<file path="src/hw/cp0Pkg.sv">
`default_nettype none

package cp0Pkg;

    typedef logic [31:0] wordT;     // Data or address word
    typedef logic [4:0]  regAddrT;  // CP0 register number (rd field)
    typedef logic [2:0]  selectT;   // Register select (sel field)

    // Cause.ExcCode values
    typedef enum logic [4:0] {
        excInt  = 5'd0,
        excAdEL = 5'd4,   // Load or fetch address error
        excAdES = 5'd5,   // Store address error
        excSys  = 5'd8,
        excBp   = 5'd9,
        excRI   = 5'd10,  // Reserved instruction
        excCpU  = 5'd11,  // Coprocessor unusable
        excOv   = 5'd12,
        excTr   = 5'd13
    } excCodeT;

    // Pipeline stage that raised the committing exception
    typedef enum logic [1:0] {
        stageIF,
        stageID,
        stageEX,
        stageMEM
    } stageT;

    // Register numbers, all at select 0
    localparam regAddrT regBadVAddr = 5'd8;
    localparam regAddrT regCount    = 5'd9;
    localparam regAddrT regCompare  = 5'd11;
    localparam regAddrT regStatus   = 5'd12;
    localparam regAddrT regCause    = 5'd13;
    localparam regAddrT regEpc      = 5'd14;
    localparam regAddrT regPrid     = 5'd15;
    localparam regAddrT regConfig   = 5'd16;

    // Status field positions
    localparam int statusCu0Bit = 28;
    localparam int statusBevBit = 22;   // Bootstrap vectors
    localparam int statusImLsb  = 8;    // Interrupt mask, 8 bits
    localparam int statusUmBit  = 4;    // User mode
    localparam int statusExlBit = 1;
    localparam int statusIeBit  = 0;

    // Cause field positions
    localparam int causeBdBit  = 31;
    localparam int causeIpLsb  = 8;     // Pending interrupts, 8 bits
    localparam int causeExcLsb = 2;     // ExcCode, 5 bits

    // Exception vectors
    localparam wordT vectorReset         = 32'hBFC0_0000;
    localparam wordT vectorBootGeneral   = 32'hBFC0_0380;   // BEV = 1
    localparam wordT vectorNormalGeneral = 32'h8000_0180;   // BEV = 0

    // Config select 0
    // M set, big endian clear, no MMU, no cache attributes
    localparam wordT configValue = 32'h8000_0000;

endpackage

`default_nettype wire
</file>
<file path="src/hw/exceptionCommitIf.sv">
`timescale 1ns/10ps
`default_nettype none

// Committed exception from the arbiter, mode status back from the register file
interface exceptionCommitIf
    import cp0Pkg::*;
();

    logic    commitValid;       // One exception commits at the next edge
    stageT   commitStage;       // Forward-most ready stage
    excCodeT commitCode;        // Prioritized ExcCode
    logic    interruptRequest;  // Enabled pending interrupt with EXL clear
    logic    cp0Usable;         // CU0 or kernel mode

    modport arbiter (
        output commitValid,
        output commitStage,
        output commitCode,
        input  interruptRequest,
        input  cp0Usable
    );

    modport registers (
        input  commitValid,
        input  commitStage,
        input  commitCode,
        output interruptRequest,
        output cp0Usable
    );

endinterface

`default_nettype wire

</file>
<file path="src/hw/coprocessorZero.sv">
`timescale 1ns/10ps
`default_nettype none

module coprocessorZero
    import cp0Pkg::*;
#(
    parameter logic [7:0] revision = 8'd1
) (
    input  logic       clock,
    input  logic       reset,
    input  logic       mfc0,
    input  logic       mtc0,
    input  logic       eret,
    input  logic       cop1,
    input  logic       ifStall,
    input  logic       idStall,
    input  logic       idIsFlushed,
    input  regAddrT    regAddr,
    input  selectT     regSelect,
    input  wordT       writeData,
    output wordT       readData,
    output logic       kernelMode,
    input  logic [4:0] interrupts,
    input  logic       excAdIF,
    input  logic       excAdEL,
    input  logic       excAdES,
    input  logic       excOv,
    input  logic       excTr,
    input  logic       excSys,
    input  logic       excBp,
    input  logic       excRI,
    input  wordT       idRestartPc,
    input  wordT       exRestartPc,
    input  wordT       mRestartPc,
    input  logic       ifIsBD,
    input  logic       idIsBD,
    input  logic       exIsBD,
    input  logic       mIsBD,
    input  wordT       badAddrM,
    input  wordT       badAddrIF,
    input  logic       idCanErr,
    input  logic       exCanErr,
    input  logic       mCanErr,
    output logic       ifStallExc,
    output logic       idStallExc,
    output logic       exStallExc,
    output logic       mStallExc,
    output logic       ifFlush,
    output logic       idFlush,
    output logic       exFlush,
    output logic       mFlush,
    output logic       excPcSelect,
    output wordT       excPc,
    output logic [7:0] pendingInterrupts
);

    exceptionCommitIf commitBus ();

    logic countWrite, compareWrite, timerMatch;
    wordT count, compare;
    logic arbiterIfFlush;
    logic resetDelayed;     // High for the first cycle after reset

    // Fetch restarts cleanly from the reset vector
    always_ff @(posedge clock) begin
        resetDelayed <= reset;
    end

    assign ifFlush = arbiterIfFlush | resetDelayed;

    exceptionArbiter arbiter_i (
        .mfc0, .mtc0, .eret, .cop1, .ifStall, .idStall, .idIsFlushed,
        .excAdIF, .excAdEL, .excAdES, .excOv, .excTr, .excSys, .excBp, .excRI,
        .idCanErr, .exCanErr, .mCanErr,
        .ifStallExc, .idStallExc, .exStallExc, .mStallExc,
        .ifFlush(arbiterIfFlush), .idFlush, .exFlush, .mFlush,
        .commit(commitBus.arbiter)
    );

    cp0Timer timer_i (
        .clock, .reset, .countWrite, .compareWrite, .writeData,
        .count, .compare, .timerMatch
    );

    cp0RegisterFile #(.revision(revision)) registers_i (
        .clock, .reset, .mfc0, .mtc0, .eret, .idStall,
        .regAddr, .regSelect, .writeData, .interrupts,
        .idRestartPc, .exRestartPc, .mRestartPc,
        .ifIsBD, .idIsBD, .exIsBD, .mIsBD, .badAddrM, .badAddrIF,
        .countWrite, .compareWrite, .count, .compare, .timerMatch,
        .commit(commitBus.registers),
        .readData, .excPc, .excPcSelect, .kernelMode, .pendingInterrupts
    );

endmodule

`default_nettype wire

</file>
<file path="src/hw/cp0RegisterFile.sv">
`timescale 1ns/10ps
`default_nettype none

module cp0RegisterFile
    import cp0Pkg::*;
#(
    parameter logic [7:0] revision = 8'd1   // PRId revision field
) (
    input  logic       clock,
    input  logic       reset,
    input  logic       mfc0,
    input  logic       mtc0,
    input  logic       eret,
    input  logic       idStall,
    input  regAddrT    regAddr,
    input  selectT     regSelect,
    input  wordT       writeData,
    input  logic [4:0] interrupts,          // External lines into IP6..IP2
    input  wordT       idRestartPc,
    input  wordT       exRestartPc,
    input  wordT       mRestartPc,
    input  logic       ifIsBD,
    input  logic       idIsBD,
    input  logic       exIsBD,
    input  logic       mIsBD,
    input  wordT       badAddrM,
    input  wordT       badAddrIF,
    output logic       countWrite,
    output logic       compareWrite,
    input  wordT       count,
    input  wordT       compare,
    input  logic       timerMatch,
    exceptionCommitIf.registers commit,
    output wordT       readData,
    output wordT       excPc,
    output logic       excPcSelect,
    output logic       kernelMode,
    output logic [7:0] pendingInterrupts
);

    // Status fields
    logic       statusCu0;
    logic       statusBev;
    logic [7:0] statusIm;
    logic       statusUm;
    logic       statusExl;
    logic       statusIe;

    // Cause fields
    logic       causeBd;
    logic [7:0] causeIp;
    excCodeT    causeExcCode;

    wordT epc;
    wordT badVAddr;
    wordT statusWord, causeWord, pridWord;
    wordT stagePc;              // Restart PC of the committing stage
    logic stageBd;
    logic writeEnable;
    logic statusWrite, causeWrite, epcWrite;
    logic countRead;
    logic eretTaken;

    assign kernelMode         = ~statusUm | statusExl;
    assign commit.cp0Usable   = statusCu0 | kernelMode;
    assign pendingInterrupts  = causeIp;
    assign commit.interruptRequest = statusIe & ~statusExl & (|(causeIp & statusIm));

    // mtc0 decode, held back while ID stalls
    assign writeEnable  = commit.cp0Usable & mtc0 & ~idStall & (regSelect == 3'd0);
    assign statusWrite  = writeEnable & (regAddr == regStatus);
    assign causeWrite   = writeEnable & (regAddr == regCause);
    assign epcWrite     = writeEnable & (regAddr == regEpc);
    assign countWrite   = writeEnable & (regAddr == regCount);
    assign compareWrite = writeEnable & (regAddr == regCompare);

    // Reading Count acknowledges the timer interrupt
    assign countRead = commit.cp0Usable & mfc0 & (regAddr == regCount) & (regSelect == 3'd0);
    assign eretTaken = eret & ~idStall;

    always_comb begin
        statusWord = '0;
        statusWord[statusCu0Bit] = statusCu0;
        statusWord[statusBevBit] = statusBev;
        statusWord[statusImLsb +: 8] = statusIm;
        statusWord[statusUmBit] = statusUm;
        statusWord[statusExlBit] = statusExl;
        statusWord[statusIeBit] = statusIe;
        causeWord = '0;
        causeWord[causeBdBit] = causeBd;
        causeWord[causeIpLsb +: 8] = causeIp;
        causeWord[causeExcLsb +: 5] = causeExcCode;
    end

    assign pridWord = {24'h00_0000, revision};   // No company or processor ID

    // mfc0 read mux, zero without access rights
    always_comb begin
        readData = '0;
        if (mfc0 && commit.cp0Usable && regSelect == 3'd0) begin
            case (regAddr)
                regBadVAddr: readData = badVAddr;
                regCount:    readData = count;
                regCompare:  readData = compare;
                regStatus:   readData = statusWord;
                regCause:    readData = causeWord;
                regEpc:      readData = epc;
                regPrid:     readData = pridWord;
                regConfig:   readData = configValue;
                default:     readData = '0;
            endcase
        end
    end

    always_comb begin
        case (commit.commitStage)
            stageMEM: begin
                stagePc = mRestartPc;
                stageBd = mIsBD;
            end
            stageEX: begin
                stagePc = exRestartPc;
                stageBd = exIsBD;
            end
            stageID: begin
                stagePc = idRestartPc;
                stageBd = idIsBD;
            end
            default: begin
                stagePc = badAddrIF;    // Fetch faults restart at the bad PC
                stageBd = ifIsBD;
            end
        endcase
    end

    // Mode and mask bits
    always_ff @(posedge clock) begin
        if (reset) begin
            statusCu0 <= 1'b0;
            statusBev <= 1'b1;          // Boot vectors after reset
            statusIm  <= '0;
            statusUm  <= 1'b0;          // Kernel mode after reset
            statusIe  <= 1'b0;
        end else if (statusWrite) begin
            statusCu0 <= writeData[statusCu0Bit];
            statusBev <= writeData[statusBevBit];
            statusIm  <= writeData[statusImLsb +: 8];
            statusUm  <= writeData[statusUmBit];
            statusIe  <= writeData[statusIeBit];
        end
    end

    // Exception level, code and branch delay flag
    always_ff @(posedge clock) begin
        if (reset) begin
            statusExl    <= 1'b0;
            causeBd      <= 1'b0;
            causeExcCode <= excInt;
        end else if (commit.commitValid) begin
            statusExl    <= 1'b1;
            causeExcCode <= commit.commitCode;
            if (!statusExl) causeBd <= stageBd;   // Nested exceptions keep the first BD
        end else if (statusWrite) begin
            statusExl <= writeData[statusExlBit];
        end else if (eretTaken) begin
            statusExl <= 1'b0;
        end
    end

    // Pending interrupts
    always_ff @(posedge clock) begin
        if (reset) begin
            causeIp <= '0;
        end else begin
            causeIp[7]   <= countRead ? 1'b0 : (causeIp[7] | timerMatch);    // Sticky timer bit
            causeIp[6:2] <= interrupts;
            if (causeWrite) causeIp[1:0] <= writeData[causeIpLsb +: 2];    // Software interrupts
        end
    end

    // Exception payload
    always_ff @(posedge clock) begin
        if (commit.commitValid) begin
            if (!statusExl) epc <= stagePc;
            if (commit.commitStage == stageMEM) badVAddr <= badAddrM;
            else if (commit.commitStage == stageIF) badVAddr <= badAddrIF;
        end else if (epcWrite) begin
            epc <= writeData;
        end
    end

    assign excPcSelect = reset | eretTaken | commit.commitValid;

    // Redirect target
    always_comb begin
        if (reset) excPc = vectorReset;
        else if (eretTaken) excPc = epc;
        else if (statusBev) excPc = vectorBootGeneral;
        else excPc = vectorNormalGeneral;
    end

endmodule

`default_nettype wire

</file>
<file path="src/hw/cp0Timer.sv">
`timescale 1ns/10ps
`default_nettype none

module cp0Timer
    import cp0Pkg::*;
(
    input  logic clock,
    input  logic reset,
    input  logic countWrite,    // mtc0 to Count
    input  logic compareWrite,  // mtc0 to Compare
    input  wordT writeData,
    output wordT count,
    output wordT compare,
    output logic timerMatch     // Raises IP7 in the register file
);

    assign timerMatch = (count == compare);

    // Software write first, then wrap on match, else count up
    always_ff @(posedge clock) begin
        if (reset) begin
            count <= '0;
        end else if (countWrite) begin
            count <= writeData;
        end else if (timerMatch) begin
            count <= '0;     // Wrap to zero on match
        end else begin
            count <= count + 32'd1;
        end
    end

    always_ff @(posedge clock) begin
        if (reset) begin
            compare <= '0;
        end else if (compareWrite) begin
            compare <= writeData;
        end
    end

endmodule

`default_nettype wire

</file>
<file path="src/hw/exceptionArbiter.sv">
`timescale 1ns/10ps
`default_nettype none

module exceptionArbiter
    import cp0Pkg::*;
(
    input  logic mfc0,
    input  logic mtc0,
    input  logic eret,
    input  logic cop1,          // Instruction targets coprocessor 1
    input  logic ifStall,
    input  logic idStall,       // No commit while ID is held
    input  logic idIsFlushed,   // ID slot holds a bubble
    input  logic excAdIF,
    input  logic excAdEL,
    input  logic excAdES,
    input  logic excOv,
    input  logic excTr,
    input  logic excSys,
    input  logic excBp,
    input  logic excRI,
    input  logic idCanErr,      // ID or any later stage may still fault
    input  logic exCanErr,      // EX or MEM may still fault
    input  logic mCanErr,
    output logic ifStallExc,
    output logic idStallExc,
    output logic exStallExc,
    output logic mStallExc,
    output logic ifFlush,
    output logic idFlush,
    output logic exFlush,
    output logic mFlush,
    exceptionCommitIf.arbiter commit
);

    logic excCpU;
    logic excIntr;
    logic mDetect, exDetect, idDetect, ifDetect;
    logic mMask, exMask, idMask, ifMask;
    logic mReady, exReady, idReady, ifReady;

    // CP1 always unusable, CP0 only in kernel mode or with CU0
    assign excCpU = cop1 | ((mfc0 | mtc0 | eret) & ~commit.cp0Usable);

    // Interrupts are inserted in ID, never into a bubble
    assign excIntr = commit.interruptRequest & ~idIsFlushed;

    // Detections grouped by the stage that raises them
    assign mDetect  = excAdEL | excAdES | excTr;
    assign exDetect = excOv;
    assign idDetect = excSys | excBp | excRI | excCpU | excIntr;
    assign ifDetect = excAdIF;

    // A stage waits while something ahead of it may still fault
    assign mMask  = ifStall;
    assign exMask = ifStall | mCanErr;
    assign idMask = ifStall | mCanErr | exCanErr;
    assign ifMask = mCanErr | exCanErr | idCanErr | excIntr;   // Interrupt wins over fetch

    // Stall only while no forward stage is faulting itself
    assign mStallExc  = mDetect & mMask;
    assign exStallExc = exDetect & exMask & ~mDetect;
    // CP0 writes and ERET also wait for forward stages to clear
    assign idStallExc = (idDetect | eret | mtc0) & idMask & ~(exDetect | mDetect);
    assign ifStallExc = ifDetect & ifMask & ~(idDetect | exDetect | mDetect);

    // Ready terms are mutually exclusive through the masks
    assign mReady  = ~idStall & mDetect & ~mMask;
    assign exReady = ~idStall & exDetect & ~exMask;
    assign idReady = ~idStall & idDetect & ~idMask;
    assign ifReady = ~idStall & ifDetect & ~ifMask;

    // A faulting stage flushes itself and everything behind it
    assign mFlush  = mDetect;
    assign exFlush = mDetect | exDetect;
    assign idFlush = mDetect | exDetect | idDetect;
    assign ifFlush = mDetect | exDetect | idDetect | ifDetect | (eret & ~idStall);

    assign commit.commitValid = mReady | exReady | idReady | ifReady;

    // Forward-most ready stage
    always_comb begin
        if (mReady) commit.commitStage = stageMEM;
        else if (exReady) commit.commitStage = stageEX;
        else if (idReady) commit.commitStage = stageID;
        else commit.commitStage = stageIF;
    end

    // Ordered by stage, interrupt last
    always_comb begin
        if (excAdEL) commit.commitCode = cp0Pkg::excAdEL;
        else if (excAdES) commit.commitCode = cp0Pkg::excAdES;
        else if (excTr) commit.commitCode = cp0Pkg::excTr;
        else if (excOv) commit.commitCode = cp0Pkg::excOv;
        else if (excSys) commit.commitCode = cp0Pkg::excSys;
        else if (excBp) commit.commitCode = cp0Pkg::excBp;
        else if (excRI) commit.commitCode = cp0Pkg::excRI;
        else if (excCpU) commit.commitCode = cp0Pkg::excCpU;
        else if (excAdIF) commit.commitCode = cp0Pkg::excAdEL;   // Fetch error reports as AdEL
        else commit.commitCode = excInt;
    end

endmodule

`default_nettype wire

</file>
<file path="config.mk">
export PLATFORM = sky130hd
export DESIGN_NAME = coprocessorZero
export DESIGN_NICKNAME = d
export VERILOG_FILES = /design/src/hw/cp0Pkg.sv /design/src/hw/exceptionCommitIf.sv /design/src/hw/coprocessorZero.sv /design/src/hw/cp0RegisterFile.sv /design/src/hw/cp0Timer.sv /design/src/hw/exceptionArbiter.sv
export SDC_FILE = /design/constraint.sdc
export NUM_CORES = 1
export LEC_CHECK = 0
export BUFFER_PORTS_ARGS = -buffer_cell sky130_fd_sc_hd__buf_2
export CELL_PAD_IN_SITES_DETAIL_PLACEMENT = 0
export CELL_PAD_IN_SITES_GLOBAL_PLACEMENT = 1
export CORE_MARGIN = 3
export CORE_UTILIZATION = 39
export DETAILED_ROUTE_END_ITERATION = 10
export PLACE_DENSITY = 0.82
export SETUP_SLACK_MARGIN = 0.02
export SYNTH_ARGS = -nofsm -noshare
export SYNTH_HDL_FRONTEND = slang
export SYNTH_HIERARCHICAL = 1
export SYNTH_SLANG_ARGS = --single-unit
export TNS_END_PERCENT = 50
</file>
<file path="constraint.sdc">
create_clock -name clock -period 6.65 [get_ports clock]
set_input_delay 1.33 -clock clock [delete_from_list [all_inputs] [get_ports clock]]
set_output_delay 1.33 -clock clock [all_outputs]
set_load 0.01 [all_outputs]
</file>
======== Word-level counts from Yosys, hierarchy flattened ========
Index checks and enable logic that the tools add are counted.
word-level totals
  bits of input ports ..................... 229
  register bits after elaboration ......... 156
  logic and storage cells ................. 146
cells by class
  bitwise logic cells ..................... 75
  reduce and logical (&&, ||, !) cells .... 12
  muxes and demuxes ....................... 29
  eq/ne operators ......................... 13
  $add $sub $neg .......................... 1
operators by type and width
  operator                                       number
  2-to-1 mux 32 bit                              10
  one-hot mux 32 bit (8 select lines)            1
  one-hot mux 32 bit (3 select lines)            1
  2-to-1 mux 5 bit                               8
  == test 5 x 4 -> 1 bit, second input constant  7
  adder 32 x 1 -> 32 bit, second input constant  1
  == test 32 bit                                 1
  bitwise AND 1 bit                              31
  OR 1 bit                                       31
  2-to-1 mux 30 bit                              1
  NOT 1 bit                                      12
  bitwise AND 8 bit                              1
  OR reduction 8 bit                             1
  AND reduction 2 bit                            3
  == test 5 bit, second input constant           1
  == test 2 bit, second input constant           2
  2-to-1 mux 1 bit                               4
  2-to-1 mux 2 bit                               2
  nonzero test 2 bit                             2
  zero test 3 bit                                1
  2-to-1 mux 3 bit                               1
  one-hot mux 1 bit (3 select lines)             1
  nonzero test 3 bit                             1
  == test 2 x 1 -> 1 bit, second input constant  1
  4 further kinds                                5

======== Longest topological paths before layout ========
  depth after elaboration ................. 17
  mapped depth ............................ 13

======== Modules after synthesis ========
Netlist, hierarchy kept.
by module, submodules not included
  module            seq. area each (sq um)  cells each  times used  area each (sq um)
  cp0RegisterFile   2462.4                  632         1           6192.2
  cp0Timer          1281.2                  363         1           3221.8
  exceptionArbiter  0.0                     42          1           269.0
  coprocessorZero   20.0                    2           1           26.3

======== Least setup slack after synthesis ========
Ideal clock, no wire load.
  path kind ............................... input port to flip-flop
  start point ............................. in mfc0
  end point ............................... reg registers_i.epc[0] (enable)
  data arrival time ....................... 4543 ps
  path buffers ............................ 1
  setup slack ............................. 1641 ps
  cell stages on the path ................. 7
  path through ............................ nor3_2 > o2111a_2 > and2b_4 > o21ai_1 > clkbuf_1 > nand2b_1 > o21ai_0
between the ends
  cells in the longest elaborated chain, start to end .. 12
RTL lines
  element                                                                       RTL line                text
  from (decl)                                                                   coprocessorZero.sv:11   input logic mfc0,
  OR 1 bit (*) (2 in series)                                                    exceptionArbiter.sv:43  assign excCpU = cop1 | ((mfc0 | mtc0 | eret) & ~commit.cp0Usable);
  bitwise AND 1 bit (*)                                                         exceptionArbiter.sv:43
  OR 1 bit (*)                                                                  exceptionArbiter.sv:43
  OR 1 bit (*) (2 in series)                                                    exceptionArbiter.sv:51  assign idDetect = excSys | excBp | excRI | excCpU | excIntr;
  bitwise AND 1 bit (*) (2 in series)                                           exceptionArbiter.sv:70  assign idReady = ~idStall & idDetect & ~idMask;
  OR 1 bit (*) (2 in series)                                                    exceptionArbiter.sv:79  assign commit.commitValid = mReady | exReady | idReady | ifReady;
  net commitBus.commitValid                                                     exceptionCommitIf.sv:9  logic commitValid;
  inequality test 2 bit (no line) / nonzero test 2 bit (equally long branches)  -
  AND reduction 2 bit (no line) (*)                                             -
  to (signal assigned)                                                          cp0RegisterFile.sv:184  if (!statusExl) epc <= stagePc;
  to (signal assigned)                                                          cp0RegisterFile.sv:188  epc <= writeData;
  to (decl)                                                                     cp0RegisterFile.sv:54   wordT epc;
Mark *: on every way through the listed nets, which the timed path passes. The rest lies on a longest branch.
A chain may end at the register's enable or synchronous reset.

======== Worst setup path in the final report ========
  start point ............................. in regAddr[0]
  end point ............................... out readData[11]
between the ends
  cells in the longest elaborated chain, start to end .. 3
RTL lines
  element                                                         RTL line                text
  from (decl)                                                     coprocessorZero.sv:18   input regAddrT regAddr,
  == test 5 bit / == test 5 x 4 -> 1 bit (equally long branches)  cp0RegisterFile.sv:101  case (regAddr)
  one-hot mux 32 bit (8 select lines) (*)                         cp0RegisterFile.sv:101
  2-to-1 mux 32 bit (*)                                           cp0RegisterFile.sv:100  if (mfc0 && commit.cp0Usable && regSelect == 3'd0) begin
  to (decl)                                                       coprocessorZero.sv:21   output wordT readData,
Every way passes the cells marked *; elsewhere a longest branch is shown, timed or not.

==> summary.md <==
| Metric | Value |
|---|---|
| Status | `finished clean` |
| Asr flop ratio synth | `0%` |
| GRT Total Usage | `26.94%` |
| Antenna-violating nets left | `0` |
| Post-synthesis sequential area ratio | `38.76%` |
| GRT Residual Overflow | `0` |
| Logic pwr share | `14.0%` |
| Worst Setup End Kind | `output pin` |
| Simple-gate share of the synthesized area | `18.54%` |
| CP Max Fanout | `49` |
| Min cycle time layout | `5.260 ns` |
| Area grow syn2layout | `23.36%` |
| Dpl hpwl | `28670 microns` |
| Final setup violating endpoints | `0` |
| DR DRC count | `0` |
| Crit path cell chain | `buf_2 -> nand2b_1 -> o21ai_0 -> a21o_1 -> a21oi_1 -> buf_2` |
| Largest net degree at the start of global routing | `66` |
| Syn_nets | `1273` |
| Worst hold path class | `reg2reg` |
| Vias | `9394` |
| Fillers | `2401` |
| CORE AREA | `0.02439 sq mm` |
| Global placement routability congestion | `0.9790` |
| # Max-Cap Violations | `0` |
| Synth top area share | `19.79%` |
| Vias in the first global route | `8904` |
| Row cnt | `57` |
| Syn Std Cell Area | `0.009709 sq mm` |
| Clock Tree Buf Depth | `2` |
| # diodes | `0` |
| Area of the multi-input gates | `0.005493 sq mm` |
| Clock Sinks | `156` |
| Power per cell area | `200.8 mW/mm^2` |
| Sw Share | `28.00%` |
| Final core occ | `49.11%` |
| Psw | `0.6736 mW` |
| Main combinational cell family by area after synthesis | `simple AND/OR/NAND/NOR gates` |
| Fin area | `0.01198 sq mm` |
| Drt via density | `5.739` |
| Synth Area in Adders | `0.6443%` |
| Post-synthesis compound-gate area fraction | `16.24%` |
| Fraction of final layout cells sized beyond drive strength 1 | `36.41%` |
| Max Slew Vio Count | `0` |
| FF+latch area | `0.003764 sq mm` |
| Top cells by area, synth | `edfxtp_1, dfxtp_1, mux2_2, mux2i_1, nand2_1` |
| CTS clk-pin slew, worst paths | `0.07 ns` |
| Mean Syn Cell Area | `9.345 sq um` |
| Synth Register Bits | `156` |
| Max IR drop VDD | `0.1237 mV` |
| Max transition margin | `17.93%` |
| Initial antenna violation count | `1` |
| Top cells by count, synth | `nand2_1, dfxtp_1, mux2_2` |
| Io pins | `311` |
| CTS tree | `yes` |
| Total Nets Final | `1534` |
| Iteration-0 DRC Markers | `1137` |
| CP Class | `in2out` |
| Largest stage delay, worst path | `0.83 ns` |
| EDFF count, synth | `64` |
| Post-CTS Hold Buffers | `0` |
| Top-count cell post-synth | `nand2_1` |
| Drt wl/cell | `22.75 microns` |
| Cell variety after synth | `78` |
| Setup_tns | `0 ns` |
| Slew @ Worst Pin | `1.231 ns` |
| Clock power frac | `41.3%` |
| Mux contribution to synthesized area | `15.21%` |
| Sequential share of power | `44.7%` |
| Root buffer cell | `clkbuf_16` |
| Initial core utilization | `39.81%` |
| WP data arrival | `3.93 ns` |
| CTS H-tree depth | `4` |
| Leak Pwr | `4.765 nW` |
| CP startpoint kind | `primary input` |
| CTS-repair resized insts | `0` |
| Crit share post-route | `79.10%` |
| Cells after Synth | `1039` |
| Unrepaired setup endpoints after global routing | `no` |
| Die width | `163.8 microns` |
| Die height | `163.8 microns` |
| Required @ worst endpoint | `5.32 ns` |
| Slowest CP cell | `buf_2` |
| Number of setup buffers added after CTS | `0` |
| Dpl cell area | `0.01138 sq mm` |
| Synth Area in XOR/XNOR | `5.593%` |
| Final-report hold violation count | `0` |
| Layout Skew | `0.009922 ns` |
| PortBufs | `310` |
| Most used cell, CP | `buf_2` |
| P_int | `1.732 mW` |
| Clk_lat worst skew | `0.43 ns` |
| Die area | `0.02683 sq mm` |
| Fmax | `190.1 MHz` |
| 1st-pass router iterations | `6` |
| Routed WL | `37250 microns` |
| Top_reg_cell synth | `dfxtp_1` |
| First-pass GRT wire length | `54200 microns` |
| Yosys warnings | `6` |
| Num CTS Buffers | `17` |
| Post-synth top area cell | `edfxtp_1` |
sequential cells by signal (all words and copies together) (netlist names), 5 cells and up:
signal,flops
timer_i/count,32
registers_i/causeExcCode,5
registers_i/badVAddr,32
registers_i/statusIm,8
registers_i/pendingInterrupts,8
timer_i/compare,32
registers_i/epc,32
worst max-delay path, delay by kind of cell:
kind	cells	cell delay (ns)
AOI/OAI and AO/OA	3	1.24
buffers and inverters	2	1.03
and+or+nand+nor	1	0.31
power by group through the flow:
stage          Combinational, mW  Sequential, mW  Clock (mW)
2_1_floorplan              0.175            1.08           0
3_3_place_gp               0.329            1.09           0
3_5_place_dp               0.333            1.09           0
4_1_cts                    0.334            1.07        1.01
5_1_grt                    0.365            1.08        1.05
6_report                   0.337            1.08       0.993
layout make-up:
class,instances,area share (%)
multi-input cells,786,45.86
repair buffers,326,13.96
clock inverters,15,1.421
flip-flops and latches,156,31.42
inverters,13,0.4074
well taps,324,3.385
clock buffers,17,3.552
cells in the final DEF (no fill, tap or decap), types with 5 or more instances in the layout:
| cell type | Yosys | final |
|---|---|---|
| o211ai_1 | 9 | 9 |
| a222oi_1 | 33 | 33 |
| xnor2_1 | 23 | 23 |
| nand2_1 | 118 | 118 |
| mux2i_1 | 53 | 53 |
| nor3_1 | 14 | 13 |
| nand3_1 | 29 | 29 |
| edfxtp_1 | 64 | 64 |
| and2_1 | 22 | 22 |
| o22ai_1 | 5 | 5 |
| a22oi_1 | 22 | 22 |
| and4_2 | 5 | 5 |
| mux2_2 | 84 | 84 |
| nor2b_1 | 13 | 12 |
| a221oi_1 | 8 | 8 |
| a22o_1 | 7 | 7 |
| a21o_1 | 9 | 9 |
| xor2_1 | 39 | 39 |
| dfxtp_1 | 92 | 92 |
| nand2b_1 | 9 | 9 |
| nor2_1 | 73 | 72 |
| nand4_1 | 12 | 12 |
| nor4_1 | 13 | 13 |
| inv_6 | 0 | 7 |
| o21ai_0 | 57 | 56 |
| a21oi_1 | 56 | 56 |
| inv_1 | 11 | 11 |
| clkbuf_16 | 0 | 17 |
| buf_2 | 12 | 310 |
| buf_4 | 5 | 16 |
kinds of logic (layout without fill, tap and decap cells):
family | Yosys count | count (layout)
simple gates | 349 | 349
compound gates | 232 | 232
flops | 156 | 156
mux | 137 | 137
buf+inv | 97 | 371
xor+xnor | 62 | 62
fa+ha+maj | 5 | 5
other cells | 1 | 1
per-layer routing:
layer	global-route usage, %	up-vias	part of all wire (%)
li1	-	4357	-
met1	39.44	4481	45
met2	40.89	496	45
met3	4.615	60	8.4
met4	7.574	0	2.1
met5	0	-	0
final timing paths:
kind / startpoint / to / slack, ns / cells past startpoint
worst max register to register: registers_i/pendingInterrupts[7] / registers_i/epc[22] / 2.46 / 11
worst min register to register: registers_i/statusIe / registers_i/statusIe / 0.46 / 2
worst max-delay path: regAddr[0] / readData[11] / 1.39 / 6
worst min-delay path: registers_i/statusIe / registers_i/statusIe / 0.46 / 2
stage by stage:
| step | setup WS [ns] | hold WS [ns] | cells | power, mW |
|---|---|---|---|---|
| after floorplan | 1.641 | 0.4319 | 1039 | 1.258 |
| after global placement | 1.568 | 0.4390 | 1605 | 1.424 |
| after detailed placement | 1.490 | 0.4525 | 1605 | 1.427 |
| after CTS | 1.474 | 0.4604 | 1637 | 2.416 |
| after global routing | 1.298 | 0.4949 | 1637 | 2.490 |
| final | 1.390 | 0.4641 | 1637 | 2.406 |
(Power assumes the default switching activity.)
